==> src/dataMemoryInit.mem <==
// Initial memory contents, one 32-bit hex word per line
// Line n holds word n, starting at byte address 0
01234567
89abcdef
deadbeef
00000080
7f80ff01
cafef00d
12345678
fedcba98
80000000
0000ffff

==> src/verilog/memAccessPkg.sv <==
package memAccessPkg;

    //////////////////////////////////////////////////
    // Access size codes with code 3 reserved
    //////////////////////////////////////////////////
    typedef enum logic [1:0] {
        sizeWord = 2'd0,
        sizeHalf = 2'd1,
        sizeByte = 2'd2
    } memSizeT;

    // Storage geometry
    localparam int memDepth       = 1024;
    localparam int wordIndexWidth = 10;
    localparam int dataWidth      = 32;

    // Lane mapping with lane 0 as the most significant byte
    localparam int laneCount = 4;
    localparam int laneWidth = 8;
    localparam int halfWidth = 16;

    // Shared by the memory and the bench model
    localparam string memInitFile = "/design/src/dataMemoryInit.mem";

    // Word address into the storage
    typedef logic [wordIndexWidth-1:0] wordIndexT;

    // One bit per lane with bit 3 on data bits 31:24
    typedef logic [laneCount-1:0] byteEnableT;

    // Byte offset within the word
    typedef logic [1:0] laneOffsetT;

endpackage

==> src/verilog/memStageIfs.sv <==
//////////////////////////////////////////////////
// Request path from issue stage to memory array
//////////////////////////////////////////////////
interface memReqIf import memAccessPkg::*; ();

    logic                 valid;
    logic                 write;
    wordIndexT            wordIndex;
    byteEnableT           byteEnable;
    logic [dataWidth-1:0] writeData;
    laneOffsetT           laneOffset;
    memSizeT              size;
    logic                 isUnsigned;

    modport issue (output valid, write, wordIndex, byteEnable, writeData,
                   laneOffset, size, isUnsigned);

    modport memory (input valid, write, wordIndex, byteEnable, writeData,
                    laneOffset, size, isUnsigned);

endinterface


==> src/verilog/loadStoreIssue.sv <==
module loadStoreIssue import memAccessPkg::*;
(
    input  logic        Clock,
    input  logic        rstN,
    input  logic        reqValid,
    input  logic        reqWrite,
    input  memSizeT     reqSize,
    input  logic        reqUnsigned,
    input  logic [31:0] reqAddress,
    input  logic [31:0] storeData,
    output logic        requestError,
    memReqIf.issue      req
);

    laneOffsetT           offset;
    logic                 badRequest;
    byteEnableT           laneEnable;
    logic [dataWidth-1:0] laneData;

    assign offset = reqAddress[1:0];

    //////////////////////////////////////////////////
    // Alignment check and lane placement
    //////////////////////////////////////////////////
    always_comb
    begin
        badRequest = 1'b0;
        laneEnable = '0;
        laneData   = storeData;
        case (reqSize)
            sizeWord:
            begin
                badRequest = (offset != 2'd0);
                laneEnable = '1;
            end
            sizeHalf:
            begin
                badRequest = offset[0];
                // Offset 0 is the upper half
                laneEnable = offset[1] ? 4'b0011 : 4'b1100;
                laneData   = {2{storeData[halfWidth-1:0]}};
            end
            sizeByte:
            begin
                laneEnable = 4'b1000 >> offset;
                laneData   = {laneCount{storeData[laneWidth-1:0]}};
            end
            default:
                badRequest = 1'b1;  // reserved size code
        endcase
    end

    // Strobes
    always_ff @(posedge Clock or negedge rstN)
    begin
        if (!rstN)
        begin
            req.valid    <= 1'b0;
            requestError <= 1'b0;
        end
        else
        begin
            req.valid    <= reqValid && !badRequest;
            requestError <= reqValid && badRequest;
        end
    end

    // Request fields held until the next good request
    always_ff @(posedge Clock)
    begin
        if (reqValid && !badRequest)
        begin
            req.write      <= reqWrite;
            req.wordIndex  <= reqAddress[wordIndexWidth+1:2];
            req.byteEnable <= laneEnable;
            req.writeData  <= laneData;
            req.laneOffset <= offset;
            req.size       <= reqSize;
            req.isUnsigned <= reqUnsigned;
        end
    end

    reqValidKnown: assert property (@(posedge Clock) disable iff (!rstN)
        !$isunknown(reqValid));

endmodule

==> src/flat_wrapper.sv <==
// flat-port wrapper written by rule: the top's interface ports become plain ports
module loadStoreIssue_flat import memAccessPkg::*;
  (Clock, rstN, reqValid, reqWrite, reqSize, reqUnsigned, reqAddress, storeData, requestError, req_valid, req_write, req_wordIndex, req_byteEnable, req_writeData, req_laneOffset, req_size, req_isUnsigned);
  memReqIf req_i ();
  input  logic Clock;
  input  logic rstN;
  input  logic reqValid;
  input  logic reqWrite;
  input  memSizeT reqSize;
  input  logic reqUnsigned;
  input  logic [31:0] reqAddress;
  input  logic [31:0] storeData;
  output logic requestError;
  output wire logic [$bits(req_i.valid)-1:0] req_valid;
  output wire logic [$bits(req_i.write)-1:0] req_write;
  output wire logic [$bits(req_i.wordIndex)-1:0] req_wordIndex;
  output wire logic [$bits(req_i.byteEnable)-1:0] req_byteEnable;
  output wire logic [$bits(req_i.writeData)-1:0] req_writeData;
  output wire logic [$bits(req_i.laneOffset)-1:0] req_laneOffset;
  output wire logic [$bits(req_i.size)-1:0] req_size;
  output wire logic [$bits(req_i.isUnsigned)-1:0] req_isUnsigned;
  assign req_valid = req_i.valid;
  assign req_write = req_i.write;
  assign req_wordIndex = req_i.wordIndex;
  assign req_byteEnable = req_i.byteEnable;
  assign req_writeData = req_i.writeData;
  assign req_laneOffset = req_i.laneOffset;
  assign req_size = req_i.size;
  assign req_isUnsigned = req_i.isUnsigned;
  loadStoreIssue u_core (.Clock(Clock), .rstN(rstN), .reqValid(reqValid), .reqWrite(reqWrite), .reqSize(reqSize), .reqUnsigned(reqUnsigned), .reqAddress(reqAddress), .storeData(storeData), .requestError(requestError), .req(req_i));
endmodule
==> config.mk <==
export PLATFORM = sky130hd
export DESIGN_NAME = loadStoreIssue_flat
export DESIGN_NICKNAME = d
export VERILOG_FILES = /design/src/verilog/memAccessPkg.sv /design/src/verilog/memStageIfs.sv /design/src/verilog/loadStoreIssue.sv /design/src/flat_wrapper.sv
export SDC_FILE = /design/constraint.sdc
export NUM_CORES = 1
export LEC_CHECK = 0
export BUFFER_PORTS_ARGS = -buffer_cell sky130_fd_sc_hd__buf_2
export CAP_MARGIN = 40
export CORE_MARGIN = 4
export CORE_UTILIZATION = 40
export DETAILED_ROUTE_END_ITERATION = 6
export GPL_TIMING_DRIVEN = 0
export PLACE_DENSITY = 0.84
export SYNTH_ARGS = -nofsm -noshare
export SYNTH_HDL_FRONTEND = slang
export SYNTH_SLANG_ARGS = --single-unit
==> constraint.sdc <==
create_clock -name Clock -period 0.8 [get_ports Clock]
set_input_delay 0.08 -clock Clock [delete_from_list [all_inputs] [get_ports Clock]]
set_output_delay 0.08 -clock Clock [all_outputs]
set_load 0.1 [all_outputs]
==> results of run 1 <==
-- routing by layer --
| layer | routed length, µm | up-vias |
|---|---|---|
| li1 | - | 832 |
| met1 | 2319 | 870 |
| met2 | 3736 | 100 |
| met3 | 561 | 13 |
| met4 | 117 | 0 |
| met5 | 0 | - |
-- logic make-up (layout without fill, tap and decap cells) --
| group | count (synthesis) | in the layout | share of synthesized area, % |
|---|---|---|---|
| AND/OR/NAND/NOR | 25 | 25 | 5.160 |
| adder cells (fa/ha/maj) | 5 | 5 | 2.899 |
| AO/OA/AOI/OAI | 41 | 41 | 12.64 |
| flip-flops | 54 | 54 | 74.67 |
| buffers and inverters | 20 | 165 | 4.637 |
-- registers in the layout, summed over array words and instances, names as in the netlist --
| signal | flops |
|---|---|
| u_core.req.byteEnable | 4 |
| u_core.req.isUnsigned | 1 |
| u_core.req.laneOffset | 2 |
| u_core.req.size | 2 |
| u_core.req.valid | 1 |
| u_core.req.wordIndex | 10 |
| u_core.req.write | 1 |
| u_core.req.writeData | 32 |
| u_core.requestError | 1 |
-- repair_timing --
item | in CTS | in global routing
pin swaps | 13 | 15
endpoints found under the hold margin | 18 | 3
cloned | 3 | 3
hold buffers | 17 | 3
setup buffers | 8 | 2
setup endpoints to repair | 134 | 135
resized for setup | 144 | 14
-- worst max-delay path: stages --
cell,delay (ns)
buf_12,0.12
ha_4,0.18
a211oi_4,0.23
nor2_2,0.08
nor2_4,0.14
buf_6,0.17
clkbuf_16,0.15
-- stage by stage --
| stage | instance area, µm² | util, % |
|---|---|---|
| floorplan | 2256 | - |
| global placement | 2864 | 55.37 |
| detailed placement | 2884 | 55.76 |
| CTS | 3795 | 73.37 |
| global route | 3944 | 76.25 |
| finish | 3944 | 76.25 |
-- cell type report --
class / instances / share of cell area (%)
Multi-Input combinational cell: 71 / 15.89
Inverter: 12 / 1.586
Sequential cell: 54 / 40.93
Clock buffer: 5 / 1.745
Timing Repair Buffer: 140 / 34.96
Tap cell: 70 / 2.221
Buffer: 5 / 1.523
Clock inverter: 3 / 1.142
-- where the power goes --
group	switching (mW)	leakage [nW]	internal [mW]
Clock	0.915	0.0504	0.932
Sequential	0.151	0.506	3.47
Combinational	2.76	1.06	1.14
-- final timing paths --
check,depth (start not counted),end,startpoint
max,7,u_core.req.writeData[10],reqSize[1]
min,1,u_core.req.writeData[6],storeData[6]
max in group asynchronous,2,u_core.req.valid,rstN
min in group asynchronous,2,u_core.requestError,rstN
-- cell usage in the layout, fill, tap and decap left out, types with 2 or more instances in the layout --
cell type      Yosys  final
a21oi_1           12      7
a21oi_2            0      5
a22o_1             8      8
a22oi_2            0      8
buf_12             0      7
buf_16             0      2
buf_2              5     48
buf_4              1      4
buf_6              2     58
buf_8              0      3
clkbuf_16          0      3
clkbuf_8           0      5
clkinvlp_4         0      2
dfrtp_2            0      2
dlygate4sd3_1      0     20
edfxtp_1          52     52
ha_4               0      4
inv_1             12     10
nand2_1            8      8
nand2b_1           3      2
nor2_1            10      8
nor2_4             0      2
o21ai_1            2      2
o22ai_1            8      3
o22ai_2            0      5
o31ai_1            2      2
==> out/qor.txt, run 1 <==
RSZ-0062 raised after global routing: yes
CP Launch Type: input port
final hold vios: 0
worst min path class: in2reg
failing checks: negative setup slack
FILL cells: 279
fin cells: 360
Final setup viols: 128
DRT Pass-1 Iters: 4
largest net degree at the start of global routing: 19
asr flop ratio synth: 3.704%
area delta synth->final: 82.72%
Yosys warning count: 0
worst setup margin: -0.3149 ns
top cells by count, synth: edfxtp_1 (52), a21oi_1 (12), inv_1 (12), nor2_1 (10)
die height: 81.46 µm
cell with the most instances after synthesis: edfxtp_1
Slew Limit Fails: 0
total track usage: 20.33%
Synthesized Nets: 221
Distinct cells, synth: 20
Pwr per Cell Area: 2375 nW/µm²
Sinks on Clock Net: 54
met1 Use GR: 22.76%
Setup crit end kind: flip-flop
Peak VDD IR: 1.218 mV
Leak: 1.613 nW
Die X-Extent: 81.46 µm
Yosys top cell by area: edfxtp_1
drt initial violations: 73
top cell type's share of synthesized area: 72.35%
hpwl dp: 3725 µm
vias per cell: 5.042
Period minus WS final: 1.115 ns
Worst EP arrival: 1.14 ns
cell row count: 26
Critical Path RT: 0.83 ns
Fmax: 0.8969 GHz
post-synthesis cell count: 145
Synth Flop Type: edfxtp_1
placed cells: 320
#FFs+latches synth: 54
vias in the first global route: 1898
Slew headroom: 86.41%
n_diodes: 0
Power Total: 9.365 mW
starting density of the core: 41.73%
GRT Max-Usage Layer: met2
# IOs: 125
ANT nets after route: 0
crit share post-route: 139.4%
DRC: 0
CP max FO: 6
core box area: 5172 µm²
met2 Track Usage GR: 37.54%
WL final: 6735 µm
clock root buffer: clkbuf_8
die area: 6635 µm²
register area share after synthesis: 74.67%
worst slew pin tran: 0.2027 ns
Mean Syn Cell Area: 14.88 µm²
share of post-route cells with drive strength above 1: 57.24%
mapped cell area: 2158 µm²
Post-synth EDFFs: 52
CP Class: in2reg
Max Cap Viol: 0
Placer Congestion: 0.7109
port bufs: 104
Area contributors post-synth: edfxtp_1 (72%), a22o_1 (3.2%), ha_1 (2.9%)
Net count, final: 365
CTS H-tree lvls: 2
status: finished, violations left
CTS tree: built
Inserted Clock Buffers: 5
pre-CTS setup slack: -1.202 ns
detailed-route wire length per cell: 18.71 µm
Sequential Area: 1614 µm²
CTS Buffer Depth: 2
Clock transition at path regs: 0.09 ns
first-pass GRT wire length: 9749 µm
Fin Setup TNS: -26.41 ns
Multi-input gate area: 626.9 µm²
total gr overflow: 0
met3 Track Usage GR: 4.057%
initial antenna violation count: 0
Hold Slack: 0.01109 ns
vias: 1815
Power figures use the tool's default switching activity.
==> inputs of run 2 (changes only) <==
CORE_UTILIZATION = 39   (was 40)
PLACE_DENSITY = 0.85   (was 0.84)
clock period = 1 ns   (was 0.8 ns; I/O delays follow)
==> run 2 against run 1 <==
The flow still finishes with violations (negative setup slack). Worst hold slack improved by 0.012 ns. Non-clock buffer count rose by 1. Critical path depth rose by 1. Clock power fell by 39%. Power fell by 25%. Sequential share of layout area rose by 1.9 points. Critical path type unchanged. Highest routed layer unchanged.
==> out/qor.txt, run 2 (synthesized netlist as in run 1, its figures left out) <==
status: finished, violations left (unchanged)
failing checks: negative setup slack (unchanged)
# IOs: 125 (unchanged)
worst slew pin tran: 0.2650 ns (was 0.2027 ns)
total track usage: 19.31% (was 20.33%)
most common library cell in the layout ignoring fill and taps: buf_6 (unchanged)
Max Used Layer: met4 (unchanged)
area delta synth->final: 74.38% (was 82.72%)
vias: 1777 (was 1815)
Pwr per Cell Area: 1873 nW/µm² (was 2375 nW/µm²)
Max stage delay cell, worst path: a211oi_4 (unchanged)
cell row count: 26 (unchanged)
placed cells: 320 (unchanged)
Routed met2 length: 3571 µm (was 3736 µm)
share of post-route cells with drive strength above 1: 51.55% (was 57.24%)
largest net degree at the start of global routing: 15 (was 19)
commonest non-fill, non-tap cells in the layout: buf_6 (64), edfxtp_1 (52), buf_2 (48) (was buf_6 (58), edfxtp_1 (52), buf_2 (48))
WL final: 6343 µm (was 6735 µm)
port bufs: 104 (unchanged)
CP Class: in2reg (unchanged)
detailed-route wire length per cell: 17.57 µm (was 18.71 µm)
vias in the first global route: 1866 (was 1898)
Slew Limit Fails: 0 (unchanged)
CTS tree: built (unchanged)
largest register by flop count: u_core.req.writeData (unchanged)
ANT nets after route: 0 (unchanged)
Die X-Extent: 82.39 µm (was 81.46 µm)
Slew headroom: 82.29% (was 86.41%)
clock root buffer: clkbuf_8 (unchanged)
DR WL met3: 598 µm (was 561 µm)
total gr overflow: 0 (unchanged)
Clock transition at path regs: 0.09 ns (about the same)
cell breakdown of the critical path: buf_12, ha_4, a211oi_4, nor2_4, nor2_4, buf_6, buf_12, buf_16 (was buf_12, ha_4, a211oi_4, nor2_2, nor2_4, buf_6, clkbuf_16)
starting density of the core: 41.21% (was 41.73%)
CTS H-tree lvls: 2 (unchanged)
Hold EP: u_core.req.writeData[4] (was u_core.req.writeData[6])
Fin Setup TNS: -10.01 ns (was -26.41 ns)
drt initial violations: 97 (was 73)
worst min path class: in2reg (unchanged)
Fmax: 0.7883 GHz
Sequential Area: 1612 µm² (was 1614 µm²)
CP Launch Type: input port (unchanged)
RSZ-0062 raised after global routing: yes (unchanged)
pre-CTS setup slack: -1.107 ns (was -1.202 ns)
DRC: 0 (unchanged)
fin cells: 361 (was 360)
Setup crit end kind: flip-flop (unchanged)
Max Cap Viol: 0 (unchanged)
metal1 wirelength: 2068 µm (was 2319 µm)
Sinks on Clock Net: 54 (unchanged)
Inserted Clock Buffers: 5 (unchanged)
hpwl dp: 3763 µm (was 3725 µm)
Final Core Density: 71.86% (was 76.25%)
CP max FO: 7 (was 6)
first-pass GRT wire length: 9397 µm (was 9749 µm)
Peak VDD IR: 0.8913 mV (was 1.218 mV)
worst setup margin: -0.2686 ns (was -0.3149 ns)
CP peak stage delay: 0.27 ns (was 0.23 ns)
max reg flops: 32 (unchanged)
n_diodes: 0 (unchanged)
die area: 6788 µm² (was 6635 µm²)
Hold Crit Depth: 1 (unchanged)
vias per cell: 4.922 (was 5.042)
Worst EP arrival: 1.28 ns (was 1.14 ns)
initial antenna violation count: 0 (unchanged)
DRT Pass-1 Iters: 4 (unchanged)
Placer Congestion: 0.6515 (was 0.7109)
Period minus WS final: 1.269 ns
Critical Path RT: 1.01 ns (was 0.83 ns)
Multi-input gate area: 546.8 µm² (was 626.9 µm²)
FILL cells: 332 (was 279)
die height: 82.39 µm (was 81.46 µm)
Leak: 1.577 nW (was 1.613 nW)
Regs by FF count: u_core.req.writeData x32, u_core.req.wordIndex x10, u_core.req.byteEnable x4 (unchanged)
Net count, final: 367 (was 365)
core box area: 5238 µm² (was 5172 µm²)
min-delay src: storeData[4] (was storeData[6])
final hold vios: 0 (unchanged)
Final setup viols: 65 (was 128)
CTS Buffer Depth: 2 (unchanged)
crit share post-route: 126.9%
[run 2: metal layers]
layer	vias to the layer above	GRT usage [%]
met5	-	0
met4	0	7.475
met3	8	5.315
met2	93	35.58
met1	834	20.75
li1	842	-
[run 2: area by class of cell]
class	count	share of cell area, %
inverters	12	1.596
flip-flops and latches	54	42.82
clock buffers	7	2.028
well taps	70	2.327
multi-input cells	72	14.53
repair buffers	139	34.71
plain buffers	7	1.995
[run 2: how the worst max path moves through the flow]
| stage | start | endpoint | slack, ns | cells past startpoint |
|---|---|---|---|---|
| after detailed placement | reqSize[1] | u_core.req.wordIndex[4] | -1.11 | 7 |
| after CTS | reqSize[1] | u_core.req.wordIndex[0] | -0.22 | 9 |
| after global routing | reqSize[1] | u_core.req.writeData[0] | -0.30 | 8 |
| final | reqSize[1] | u_core.req.wordIndex[2] | -0.27 | 8 |
| after global placement | reqSize[1] | u_core.req.wordIndex[4] | -1.32 | 6 |
| after floorplan | reqSize[1] | u_core.req.byteEnable[0] | -0.78 | 5 |
[run 2: timing repair]
action,4_1_cts,5_1_grt
hold buffers,14,1
pin swaps,4,4
hold endpoints to repair,15,1
gates cloned,3,1
gates resized for setup,131,15
buffers inserted,15,3
endpoints found under the setup margin,130,117
[run 2: per-stage QoR]
stage	hold slack [ns]	area (µm²)	total power [mW]
3_5_place_dp	-0.1086	2870	5.363
3_3_place_gp	-0.1163	2843	5.311
2_1_floorplan	-0.1956	2235	4.911
6_report	0.02321	3764	7.050
4_1_cts	0.006905	3690	7.007
5_1_grt	0.01198	3764	7.331
[run 2: report_power, final]
| part | leakage [nW] | switching (mW) | internal, mW |
|---|---|---|---|
| Clock | 0.0383 | 0.633 | 0.484 |
| Combinational | 1.03 | 2.17 | 0.871 |
| Sequential | 0.509 | 0.115 | 2.77 |
[run 2: critical path, delay by kind of cell]
kind / cells / cell delay (ns)
AO/OA/AOI/OAI: 1 / 0.27
buffers and inverters: 4 / 0.47
adder cells (fa/ha/maj): 1 / 0.18
AND/OR/NAND/NOR: 2 / 0.24
